File: src/verilog/rv_hazard_pkg.sv
package rv_hazard_pkg;

  // Architectural register index where x0 is hardwired to zero and never a hazard
  typedef logic [4:0] reg_idx_t;

  // Kind of result an instruction writes back
  // Only ALU and PC results are available early enough for the forwarding unit
  typedef enum logic [2:0] {
    RES_ALU  = 3'd0,
    RES_LOAD = 3'd1,
    RES_CSR  = 3'd2,
    RES_M    = 3'd3,
    RES_PC   = 3'd4
  } res_src_t;

  // Selection of the next PC in the fetch stage
  typedef enum logic [1:0] {
    PC_SEL_SEQ       = 2'd0,
    PC_SEL_PREDICTED = 2'd1,
    PC_SEL_REDIRECT  = 2'd2
  } pc_sel_t;

  // Memory styles of the data path
  localparam int MEM_TYPE_SRAM = 0;
  localparam int MEM_TYPE_BRAM = 1;

  // An external forwarding unit resolves ALU results from EX and MEM
  localparam int FWD = 1;

  // The register file does not bypass its write port to its read ports,
  // so a consumer in ID must wait until a WB producer has retired
  localparam int FWD_REGFILE = 0;

  // With BRAM the read data only shows up in WB
  localparam int MEM_TYPE = MEM_TYPE_BRAM;

  // The PC register sits behind the redirect mux, so one wrong-path fetch slips through
  localparam int PC_REG = 1;

endpackage

File: src/verilog/rv_stage_track.sv
`timescale 1ns/100ps

// Tracks the destination register and result kind of the instructions that
// currently occupy EX, MEM and WB
module rv_stage_track (
  input  logic                    clk,
  input  logic                    arst_n,

  // Issue handshake from the ID stage
  input  logic                    id_valid,
  input  logic                    id_ready,
  input  rv_hazard_pkg::reg_idx_t rd_id,
  input  logic                    reg_write_id,
  input  rv_hazard_pkg::res_src_t res_id,

  // Pipeline control from the merge block
  input  logic                    id_ex_flush,
  input  logic                    ex_mem_flush,
  input  logic                    op_active_ex,

  // Stage contents
  output rv_hazard_pkg::reg_idx_t rd_ex,
  output logic                    reg_write_ex,
  output rv_hazard_pkg::res_src_t res_ex,
  output rv_hazard_pkg::reg_idx_t rd_mem,
  output logic                    reg_write_mem,
  output rv_hazard_pkg::res_src_t res_mem,
  output rv_hazard_pkg::reg_idx_t rd_wb,
  output logic                    reg_write_wb
);

  // An instruction leaves ID on a cycle where both sides of the handshake agree
  logic accept_id;

  assign accept_id = id_valid && id_ready;

  // Valid bits of the three stages
  // A bubble is represented by a cleared reg_write, which is all the
  // hazard logic looks at
  always_ff @(posedge clk or negedge arst_n) begin
    if (!arst_n) begin
      reg_write_ex  <= 1'b0;
      reg_write_mem <= 1'b0;
      reg_write_wb  <= 1'b0;
    end else begin
      // A multi-cycle operation keeps EX occupied
      // The hold wins over a flush because the instruction in EX is older
      // than anything a flush removes from the ID/EX boundary
      if (!op_active_ex) begin
        reg_write_ex <= accept_id && reg_write_id && !id_ex_flush;
      end

      // MEM receives a bubble on a redirect from MEM and while EX is busy,
      // so the held EX instruction is not duplicated into MEM
      reg_write_mem <= reg_write_ex && !ex_mem_flush;

      // WB always retires whatever MEM held
      reg_write_wb  <= reg_write_mem;
    end
  end

  // Destination and kind travel alongside the valid bits
  // They only matter while the matching reg_write is high
  always_ff @(posedge clk) begin
    if (!op_active_ex && accept_id) begin
      rd_ex  <= rd_id;
      res_ex <= res_id;
    end

    rd_mem  <= rd_ex;
    res_mem <= res_ex;

    // WB result kind is not needed since every WB producer is treated alike
    rd_wb   <= rd_mem;
  end

endmodule

File: src/verilog/rv_data_hazard.sv
`timescale 1ns/100ps

// Read-after-write detection between the ID sources and the destinations in
// EX, MEM and WB
// Only the cases that the forwarding unit cannot cover raise a stall
module rv_data_hazard (
  // ID stage sources
  input  rv_hazard_pkg::reg_idx_t rs1_id,
  input  rv_hazard_pkg::reg_idx_t rs2_id,
  input  logic                    rs1_used_id,
  input  logic                    rs2_used_id,

  // Stage contents from the tracker
  input  rv_hazard_pkg::reg_idx_t rd_ex,
  input  logic                    reg_write_ex,
  input  rv_hazard_pkg::res_src_t res_ex,
  input  rv_hazard_pkg::reg_idx_t rd_mem,
  input  logic                    reg_write_mem,
  input  rv_hazard_pkg::res_src_t res_mem,
  input  rv_hazard_pkg::reg_idx_t rd_wb,
  input  logic                    reg_write_wb,

  output logic                    raw_stall
);

  // True when a used source reads the destination of a writing producer
  // Writes to x0 are discarded, so they never create a dependency
  function automatic logic src_match(
    input rv_hazard_pkg::reg_idx_t rd,
    input logic                    wr,
    input rv_hazard_pkg::reg_idx_t rs1,
    input logic                    rs1_used,
    input rv_hazard_pkg::reg_idx_t rs2,
    input logic                    rs2_used
  );
    logic hit;
    hit = (rs1_used && (rs1 == rd)) || (rs2_used && (rs2 == rd));
    return wr && (rd != '0) && hit;
  endfunction

  // Whether a producer's result is still unavailable to the forwarding path
  // CSR and M results only appear in WB on every memory style
  // Load data is late only when the memory is BRAM
  function automatic logic late_result(input rv_hazard_pkg::res_src_t res);
    logic late_load;
    late_load = (res == rv_hazard_pkg::RES_LOAD) &&
                (rv_hazard_pkg::MEM_TYPE != rv_hazard_pkg::MEM_TYPE_SRAM);
    return late_load || (res == rv_hazard_pkg::RES_CSR) || (res == rv_hazard_pkg::RES_M);
  endfunction

  logic ex_match;
  logic mem_match;
  logic wb_match;
  logic wb_stall;
  logic fwd_stall;
  logic all_stall;

  assign ex_match  = src_match(rd_ex, reg_write_ex, rs1_id, rs1_used_id, rs2_id, rs2_used_id);
  assign mem_match = src_match(rd_mem, reg_write_mem, rs1_id, rs1_used_id, rs2_id, rs2_used_id);
  assign wb_match  = src_match(rd_wb, reg_write_wb, rs1_id, rs1_used_id, rs2_id, rs2_used_id);

  // Without a register-file bypass the consumer would read the stale value
  // while the producer is writing, so WB matches stall in both modes
  assign wb_stall = (rv_hazard_pkg::FWD_REGFILE == 0) && wb_match;

  // Forwarding case
  // ALU and PC results in EX and MEM are picked up by the forwarding unit
  assign fwd_stall = (ex_match && late_result(res_ex)) ||
                     (mem_match && late_result(res_mem)) ||
                     wb_stall;

  // Without forwarding every dependency waits for the register file
  assign all_stall = ex_match || mem_match || wb_stall;

  assign raw_stall = (rv_hazard_pkg::FWD != 0) ? fwd_stall : all_stall;

endmodule

File: src/verilog/rv_ctrl_hazard.sv
`timescale 1ns/100ps

// Control hazard requests from the PC mux and the MEM stage redirect
module rv_ctrl_hazard (
  input  logic                   clk,
  input  logic                   arst_n,

  input  rv_hazard_pkg::pc_sel_t pc_sel,
  input  logic                   redirect_valid_mem,

  // Source of a taken prediction in the current cycle, aligned with the PC mux
  input  logic                   btb_pred_taken,
  input  logic                   ras_pred_taken,

  output logic                   control_flush,
  output logic                   pred_req,
  output logic                   redirect_pending
);

  logic pc_redirect;
  logic pc_predicted;
  logic late_pred;

  assign pc_redirect  = (pc_sel == rv_hazard_pkg::PC_SEL_REDIRECT);
  assign pc_predicted = (pc_sel == rv_hazard_pkg::PC_SEL_PREDICTED);

  // A taken branch or jump in EX, or a misprediction found in MEM, throws
  // away everything younger than the redirecting instruction
  assign control_flush = pc_redirect || redirect_valid_mem;

  // A BTB hit steers fetch before the sequential instruction is fetched, so
  // nothing needs to go
  // RAS and static predictions are made in ID, one fetch too late
  assign late_pred = !btb_pred_taken || ras_pred_taken;
  assign pred_req  = pc_predicted && late_pred;

  // With a registered PC the fetch in the redirect cycle still follows the
  // old path, so the flush is stretched by one cycle
  // The flag follows only the live request, which keeps it to a single cycle
  always_ff @(posedge clk or negedge arst_n) begin
    if (!arst_n) begin
      redirect_pending <= 1'b0;
    end else begin
      redirect_pending <= (rv_hazard_pkg::PC_REG != 0) && control_flush;
    end
  end

endmodule

File: src/verilog/rv_hazard_merge.sv
`timescale 1ns/100ps

// Combines the data and control hazard results into the handshake and
// flush outputs of the pipeline
module rv_hazard_merge (
  input  logic raw_stall,
  input  logic control_flush,
  input  logic pred_req,
  input  logic redirect_pending,
  input  logic redirect_valid_mem,
  input  logic op_active_ex,

  output logic data_hazard_id,
  output logic id_ready,
  output logic if_id_flush,
  output logic id_ex_flush,
  output logic ex_mem_flush
);

  logic advancing;

  // The instruction in ID is flushed on a redirect, so its dependency no
  // longer matters and the redirect must not be blocked by it
  assign data_hazard_id = raw_stall && !control_flush;

  // ID hands over an instruction only when it is free of hazards and EX can take it
  assign advancing = !data_hazard_id && !op_active_ex;
  assign id_ready  = advancing;

  // A late prediction only discards the fetched instruction once the
  // predicting instruction actually leaves ID
  assign if_id_flush = control_flush || redirect_pending || (pred_req && advancing);

  assign id_ex_flush = control_flush || redirect_pending;

  // MEM gets a bubble on a MEM redirect and while EX is held
  assign ex_mem_flush = redirect_valid_mem || op_active_ex;

endmodule

File: src/verilog/rv_pipe_ctrl.sv
`timescale 1ns/100ps

// Hazard control of the five-stage pipeline
// The data and control paths run side by side and meet in the merge block
module rv_pipe_ctrl (
  input  logic                    clk,
  input  logic                    arst_n,

  // Issue handshake with the ID stage
  input  logic                    id_valid,
  output logic                    id_ready,
  input  rv_hazard_pkg::reg_idx_t rs1_id,
  input  rv_hazard_pkg::reg_idx_t rs2_id,
  input  logic                    rs1_used_id,
  input  logic                    rs2_used_id,
  input  rv_hazard_pkg::reg_idx_t rd_id,
  input  logic                    reg_write_id,
  input  rv_hazard_pkg::res_src_t res_id,

  // Control inputs
  input  logic                    op_active_ex,
  input  rv_hazard_pkg::pc_sel_t  pc_sel,
  input  logic                    redirect_valid_mem,
  input  logic                    btb_pred_taken,
  input  logic                    ras_pred_taken,

  // Hazard and flush outputs
  output logic                    data_hazard_id,
  output logic                    if_id_flush,
  output logic                    id_ex_flush,
  output logic                    ex_mem_flush,

  // Stage contents
  output rv_hazard_pkg::reg_idx_t rd_ex,
  output logic                    reg_write_ex,
  output rv_hazard_pkg::res_src_t res_ex,
  output rv_hazard_pkg::reg_idx_t rd_mem,
  output logic                    reg_write_mem,
  output rv_hazard_pkg::res_src_t res_mem,
  output rv_hazard_pkg::reg_idx_t rd_wb,
  output logic                    reg_write_wb
);

  logic raw_stall;
  logic control_flush;
  logic pred_req;
  logic redirect_pending;

  // Stage tracking closes the loop through id_ready and the flushes
  rv_stage_track u_stage_track (
    .clk          (clk),
    .arst_n       (arst_n),
    .id_valid     (id_valid),
    .id_ready     (id_ready),
    .rd_id        (rd_id),
    .reg_write_id (reg_write_id),
    .res_id       (res_id),
    .id_ex_flush  (id_ex_flush),
    .ex_mem_flush (ex_mem_flush),
    .op_active_ex (op_active_ex),
    .rd_ex        (rd_ex),
    .reg_write_ex (reg_write_ex),
    .res_ex       (res_ex),
    .rd_mem       (rd_mem),
    .reg_write_mem(reg_write_mem),
    .res_mem      (res_mem),
    .rd_wb        (rd_wb),
    .reg_write_wb (reg_write_wb)
  );

  rv_data_hazard u_data_hazard (
    .rs1_id       (rs1_id),
    .rs2_id       (rs2_id),
    .rs1_used_id  (rs1_used_id),
    .rs2_used_id  (rs2_used_id),
    .rd_ex        (rd_ex),
    .reg_write_ex (reg_write_ex),
    .res_ex       (res_ex),
    .rd_mem       (rd_mem),
    .reg_write_mem(reg_write_mem),
    .res_mem      (res_mem),
    .rd_wb        (rd_wb),
    .reg_write_wb (reg_write_wb),
    .raw_stall    (raw_stall)
  );

  rv_ctrl_hazard u_ctrl_hazard (
    .clk               (clk),
    .arst_n            (arst_n),
    .pc_sel            (pc_sel),
    .redirect_valid_mem(redirect_valid_mem),
    .btb_pred_taken    (btb_pred_taken),
    .ras_pred_taken    (ras_pred_taken),
    .control_flush     (control_flush),
    .pred_req          (pred_req),
    .redirect_pending  (redirect_pending)
  );

  rv_hazard_merge u_hazard_merge (
    .raw_stall         (raw_stall),
    .control_flush     (control_flush),
    .pred_req          (pred_req),
    .redirect_pending  (redirect_pending),
    .redirect_valid_mem(redirect_valid_mem),
    .op_active_ex      (op_active_ex),
    .data_hazard_id    (data_hazard_id),
    .id_ready          (id_ready),
    .if_id_flush       (if_id_flush),
    .id_ex_flush       (id_ex_flush),
    .ex_mem_flush      (ex_mem_flush)
  );

endmodule

File: config.mk
export PLATFORM = sky130hd
export DESIGN_NAME = rv_pipe_ctrl
export DESIGN_NICKNAME = d
export VERILOG_FILES = /design/src/verilog/rv_hazard_pkg.sv /design/src/verilog/rv_stage_track.sv /design/src/verilog/rv_data_hazard.sv /design/src/verilog/rv_ctrl_hazard.sv /design/src/verilog/rv_hazard_merge.sv /design/src/verilog/rv_pipe_ctrl.sv
export SDC_FILE = /design/constraint.sdc
export NUM_CORES = 1
export LEC_CHECK = 0
export ABC_AREA = 1
export BUFFER_PORTS_ARGS = -buffer_cell sky130_fd_sc_hd__buf_2
export CAP_MARGIN = 20
export CORE_MARGIN = 5
export CORE_UTILIZATION = 46
export DETAILED_ROUTE_END_ITERATION = 10
export PLACE_DENSITY = 0.75
export SLEW_MARGIN = 20
export SYNTH_ARGS = -nofsm -noshare
export SYNTH_HDL_FRONTEND = slang
export SYNTH_HIERARCHICAL = 1
export SYNTH_SLANG_ARGS = --single-unit
File: constraint.sdc
create_clock -name clk -period 2.1 [get_ports clk]
set_clock_uncertainty 0.2 [all_clocks]
set_input_delay 0.21 -clock clk [delete_from_list [all_inputs] [get_ports clk]]
set_output_delay 0.21 -clock clk [all_outputs]
set_load 0.03 [all_outputs]
**Word-level counts from Yosys, hierarchy flattened**

Cells that the tools add are included.

- Bits in latches: 0
- Word-level logic and storage cells: 69
- ROM bits: 0
- Output and inout port bits: 29
- Memories: 0
- Input port bits: 30
- Memory bits (writable): 0
- Bits in registers: 25

- Reduce and logical (&&, ||, !) cells: 46
- Order comparisons: 0
- Multiply operators: 0
- Equal/unequal tests: 14
- Mux-type cells: 0
- Shift operators: 0
- Div/mod/pow operators: 0
- Bitwise operators: 0
- $add $sub $neg: 0

Operators with widths:

| operator | number |
|---|---|
| 5-bit equality test | 6 |
| 1-bit logical AND | 23 |
| 5-bit nonzero test | 3 |
| 1-bit logical OR | 14 |
| 3-bit by 2-bit equality test with 1-bit output (second input constant) | 4 |
| 3-bit by 1-bit equality test with 1-bit output (second input constant) | 2 |
| 1-bit logical NOT | 6 |
| 2-bit by 1-bit equality test with 1-bit output (second input constant) | 1 |
| 2-bit equality test (second input constant) | 1 |

**Logic depth before layout (Yosys ltp)**

- Depth in word-level cells: 13
- Gate-level depth with buffers: 15
- Gate-level depth less buffers: 15

**Modules after synthesis**

The synthesis kept the hierarchy.

Modules (own cells, without submodules):

| module | cells each | sequential area each (µm²) | area each (µm²) | times used |
|---|---|---|---|---|
| rv_data_hazard | 155 | 0.0 | 624.3 | 1 |
| rv_stage_track | 33 | 575.6 | 611.8 | 1 |
| rv_ctrl_hazard | 7 | 25.0 | 51.3 | 1 |
| rv_hazard_merge | 10 | 0.0 | 46.3 | 1 |

**Worst setup path after synthesis**

Ideal clock, no wire load.

- Kind: register to register
- From: reg u_stage_track.rd_ex[2]
- To: reg u_stage_track.rd_ex[0], enable pin
- Data required time: 1.557 ns
- Setup time: 0.343 ns
- Arrival: 1.927 ns
- Path slack: -0.370 ns
- Stages on the path, launching flop included: 14
- Path buffers: 0
- Period minus slack after synthesis: 2.470 ns
- Cell sequence: edfxtp_1 -> inv_1 -> nand2_1 -> nand2_1 -> nor2_2 -> nand3_1 -> nand2_1 -> nand2_1 -> nand3_2 -> nand2_2 -> inv_2 -> nor2_2 -> nand2_1 -> nor2_2

- Longest elaborated chain between the ends: 12
- Elaborated cells on any way between the ends: 16
- Classes of those cells: 2 x eq/ne; 14 x reduce/logical

RTL lines:

| element | RTL line | text |
|---|---|---|
| start: declaration | rv_stage_track.sv:22 | `output rv_hazard_pkg::reg_idx_t rd_ex,` |
| start signal: assignment | rv_stage_track.sv:66 | `rd_ex <= rd_id;` |
| 5-bit equality test | rv_data_hazard.sv:37 | `hit = (rs1_used && (rs1 == rd)) \|\| (rs2_used && (rs2 == rd));` |
| 1-bit logical AND | rv_data_hazard.sv:37 |  |
| 1-bit logical OR | rv_data_hazard.sv:37 |  |
| 1-bit logical AND (*) | rv_data_hazard.sv:38 | `return wr && (rd != '0) && hit;` |
| 1-bit logical AND (*) | rv_data_hazard.sv:68 | `assign fwd_stall = (ex_match && late_result(res_ex)) \|\|` |
| 1-bit logical OR (*) | rv_data_hazard.sv:68 |  |
| 1-bit logical OR (*) | rv_data_hazard.sv:69 | `(mem_match && late_result(res_mem)) \|\|` |
| via raw_stall | rv_pipe_ctrl.sv:44 | `logic raw_stall;` |
| 1-bit logical AND (*) | rv_hazard_merge.sv:24 | `assign data_hazard_id = raw_stall && !control_flush;` |
| via data_hazard_id | rv_pipe_ctrl.sv:28 | `output logic data_hazard_id,` |
| 1-bit logical NOT (*) | rv_hazard_merge.sv:27 | `assign advancing = !data_hazard_id && !op_active_ex;` |
| 1-bit logical AND (*) | rv_hazard_merge.sv:27 |  |
| via id_ready | rv_pipe_ctrl.sv:11 | `output logic id_ready,` |
| 1-bit logical AND (*) | rv_stage_track.sv:35 | `assign accept_id = id_valid && id_ready;` |
| 1-bit logical AND (*) | rv_stage_track.sv:65 | `if (!op_active_ex && accept_id) begin` |

The timed path passes the listed nets; every way through them passes the cells marked *.
A chain may end at the register's enable or synchronous reset.

**Final worst setup path**

- From: reg u_stage_track.rd_ex[1]
- To: reg u_stage_track.res_ex[2], enable pin

- Longest elaborated chain between the ends: 12
- Elaborated cells on any way between the ends: 16
- Classes of those cells: 2 x eq/ne; 14 x reduce/logical

RTL lines:

| element | RTL line | text |
|---|---|---|
| 5-bit equality test | rv_data_hazard.sv:37 |  |
| 1-bit logical AND | rv_data_hazard.sv:37 |  |
| 1-bit logical OR | rv_data_hazard.sv:37 |  |
| 1-bit logical AND (*) | rv_data_hazard.sv:38 |  |
| 1-bit logical AND (*) | rv_data_hazard.sv:68 |  |
| 1-bit logical OR (*) | rv_data_hazard.sv:68 |  |
| 1-bit logical OR (*) | rv_data_hazard.sv:69 |  |
| via raw_stall | rv_pipe_ctrl.sv:44 |  |
| 1-bit logical AND (*) | rv_hazard_merge.sv:24 |  |
| 1-bit logical NOT (*) | rv_hazard_merge.sv:27 |  |
| 1-bit logical AND (*) | rv_hazard_merge.sv:27 |  |
| 1-bit logical AND (*) | rv_stage_track.sv:35 |  |
| 1-bit logical AND (*) | rv_stage_track.sv:65 |  |
| end signal: assignment | rv_stage_track.sv:67 | `res_ex <= res_id;` |
| end: declaration | rv_stage_track.sv:24 | `output rv_hazard_pkg::res_src_t res_ex,` |

Marks and branches as above.

==> flow_summary.json <==
{
  "outcome": "finished with violations",
  "violations": "negative setup slack",
  "slew_violations": 0,
  "fin_area_mm2": 0.00192,
  "yosys.area_share.simple": 0.412,
  "place_area_mm2": 0.00168,
  "cts.path.max_buffers": 2,
  "synth_compound_area_frac": 0.0338,
  "arrival_ns": 2.07,
  "htreeDepth": 1,
  "syn_nets": 235,
  "syn_to_final_growth_pct": 43.9,
  "power_mw": 1.03,
  "antenna_left": 0,
  "critPathCaptureType": "flip-flop",
  "insertion_delay_ns": 0.34,
  "critPathSlowestCell": "edfxtp_1",
  "drt_iter0_markers": 81,
  "cp.required_ns": 1.95,
  "final_core_util": 0.696,
  "rsz0062_at_grt": "yes",
  "core_area_mm2": 0.00276,
  "synth_fa_ha_area_frac": 0,
  "synth_seq_area_share": 0.450,
  "min_period_over_period": 1.06,
  "cts_sinks": 25,
  "synth_top_family_by_area": "simple AND/OR/NAND/NOR gates",
  "ir_drop_uv": 633,
  "ios": 59,
  "grt_pass1_wl_um": 6280,
  "grt_pass1_vias": 1402,
  "cp-start-kind": "flip-flop",
  "fp.dieH_um": 63.8,
  "max_stage_delay_ns": 0.50,
  "critical_path_class": "flip-flop to flip-flop",
  "finalSetupTns_ns": -1.02,
  "syn_area_mm2": 0.00133,
  "yosysWarnings": 6,
  "start_util": 0.484,
  "cap_viol_max_count": 0,
  "cts_root_buffer": "clkbuf_4",
  "yosys.area_share.xor_xnor": 0,
  "leakage_nw": 1.12,
  "drive_gt1_frac": 0.315,
  "final_common_cell": "nand2_1",
  "place_congestion": 0.874,
  "path_max_fanout": 6,
  "setup_ws_ns": -0.120,
  "muxShareOfSynthArea": 0,
  "grtUsageTotal": 0.194,
  "die-area_mm2": 0.00408,
  "multi_input_area_um2": 628,
  "firstDrtPassIters": 4,
  "synth_area_per_cell_um2": 6.51,
  "timing.slew.headroom": 0.832,
  "cts_buffers": 3,
  "setup_viol": 12,
  "via_count": 1513,
  "hpwl_um": 2940,
  "fmax_mhz": 450,
  "hold_viol": 0,
  "worstMarginPinSlew_ns": 0.251,
  "min_path_type": "input port to flip-flop",
  "drc_errors": 0,
  "synthDistinctLibCells": 19,
  "ys_ff_latch": 25,
  "antenna_found_initial": 0,
  "wire_per_inst_um": 12.8,
  "rows": 19,
  "grt_max_degree": 17,
  "register_area_um2": 601,
  "antennaDiodeCount": 0,
  "portBuffers": 58,
  "post-route-min-period_ns": 2.22,
  "clk_pin_slew_worst_paths_ns": 0.14,
  "synth_cells": 205,
  "cts_tree": "yes",
  "vias_per_cell": 4.77,
  "cpMostUsedCell": "nor2_2",
  "grt.overflow.total": 0,
  "fin_nets": 317,
  "fill_cells": 230,
  "powerDensity_mw_per_mm2": 536,
  "routed_wl_um": 4040,
  "worstPathCellList": "nor2_2 -> nand4_1 -> o211ai_1 -> inv_1 -> nand2_1 -> nand3_2 -> nand2_4 -> inv_4 -> nor2_4 -> buf_4 -> nand2_2 -> nor2_2",
  "final_cell_mix": "nand2_1, buf_2, nor2_1, inv_1, dlygate4sd3_1",
  "die_width_um": 63.8,
  "dpl_worst_slack_ns": -0.0334
}
worst max-delay path: cells and delay by family, from the launching register on:
family	cells	cell delay [ns]
AO/OA/AOI/OAI	1	0.11
buffers and inverters	3	0.23
flip-flops	1	0.50
AND/OR/NAND/NOR	8	0.88
area by class of cell:
cell class | instances | share of cell area
timing repair buffer | 76 | 0.250
multi-input combinational | 144 | 0.327
clock buffer | 3 | 0.0117
tap | 31 | 0.0202
sequential | 25 | 0.313
inverter | 37 | 0.0737
clock inverter | 1 | 0.00456
timing repair:
item                                    in CTS  in global routing
endpoints found under the setup margin      11                 12
resized for setup                            5                  4
hold buffers                                15                  0
pin swaps                                    2                  4
setup buffers                                2                  1
gates cloned                                 0                  1
hold endpoints to repair                    15                  0
cells by family (layout without fill, tap and decap cells):
group / Yosys count / after routing
and+or+nand+nor: 135 / 136
buffers and inverters: 37 / 117
DFF: 25 / 25
AOI/OAI and AO/OA: 8 / 8
metrics by stage:
step,hold WS [ns],cells
floorplan,-0.286,205
finish,0.0837,317
global placement,-0.177,294
detailed placement,-0.180,294
global route,0.0722,317
CTS,0.0309,315
state kept, by name, indices dropped and copies added, names as in the netlist:
register / cells
u_stage_track/rd_mem: 5
u_stage_track/rd_wb: 5
u_ctrl_hazard/redirect_pending: 1
u_stage_track/rd_ex: 5
u_stage_track/reg_write_wb: 1
u_stage_track/res_ex: 3
u_stage_track/reg_write_mem: 1
u_stage_track/reg_write_ex: 1
u_stage_track/res_mem: 3
Yosys cell counts:
cell,n,share of area
o211ai_1,1,0.0056
nand2_1,87,0.24
inv_1,26,0.073
o21bai_1,1,0.0056
or2_2,1,0.0047
nor2_1,29,0.082
or2_1,1,0.0047
edfxtp_1,8,0.18
a21oi_1,1,0.0037
nand2_2,1,0.0047
nand4_1,4,0.019
o21ai_1,1,0.0037
nor2_2,4,0.019
inv_2,11,0.031
o21ai_0,4,0.015
dfrtp_1,4,0.075
nand3_2,1,0.0075
nand3_1,7,0.026
dfxtp_1,13,0.20
power by group:
part           internal [mW]  switching [mW]  total, mW
logic                 0.0955           0.149      0.245
clock network         0.0781           0.164      0.242
registers              0.522          0.0211      0.543
layer usage:
metal | wire length [um] | part of all wire | track usage
met2 | 2000 | 0.50 | 0.330
met3 | 323 | 0.080 | 0.0543
met5 | 0 | 0 | 0
met1 | 1670 | 0.41 | 0.237
met4 | 44 | 0.011 | 0.0545
worst paths after layout:
kind / from / end / slack (ns) / depth (start not counted)
worst max-delay path: u_stage_track/rd_ex[1]$_DFFE_PP_ / u_stage_track/res_ex[2]$_DFFE_PP_ / -0.12 / 12
worst min-delay path: op_active_ex / u_stage_track/reg_write_mem$_DFF_PN0_ / 0.08 / 3
worst max register to register: u_stage_track/rd_ex[1]$_DFFE_PP_ / u_stage_track/res_ex[2]$_DFFE_PP_ / -0.12 / 12
worst min register to register: u_stage_track/rd_mem[1]$_DFF_P_ / u_stage_track/rd_wb[1]$_DFF_P_ / 0.21 / 0
max in group asynchronous: arst_n / u_stage_track/reg_write_ex$_DFFE_PN0N_ / 0.99 / 3
min in group asynchronous: arst_n / u_ctrl_hazard/redirect_pending$_DFF_PN0_ / 0.54 / 3
Power figures use the tool's default switching activity.
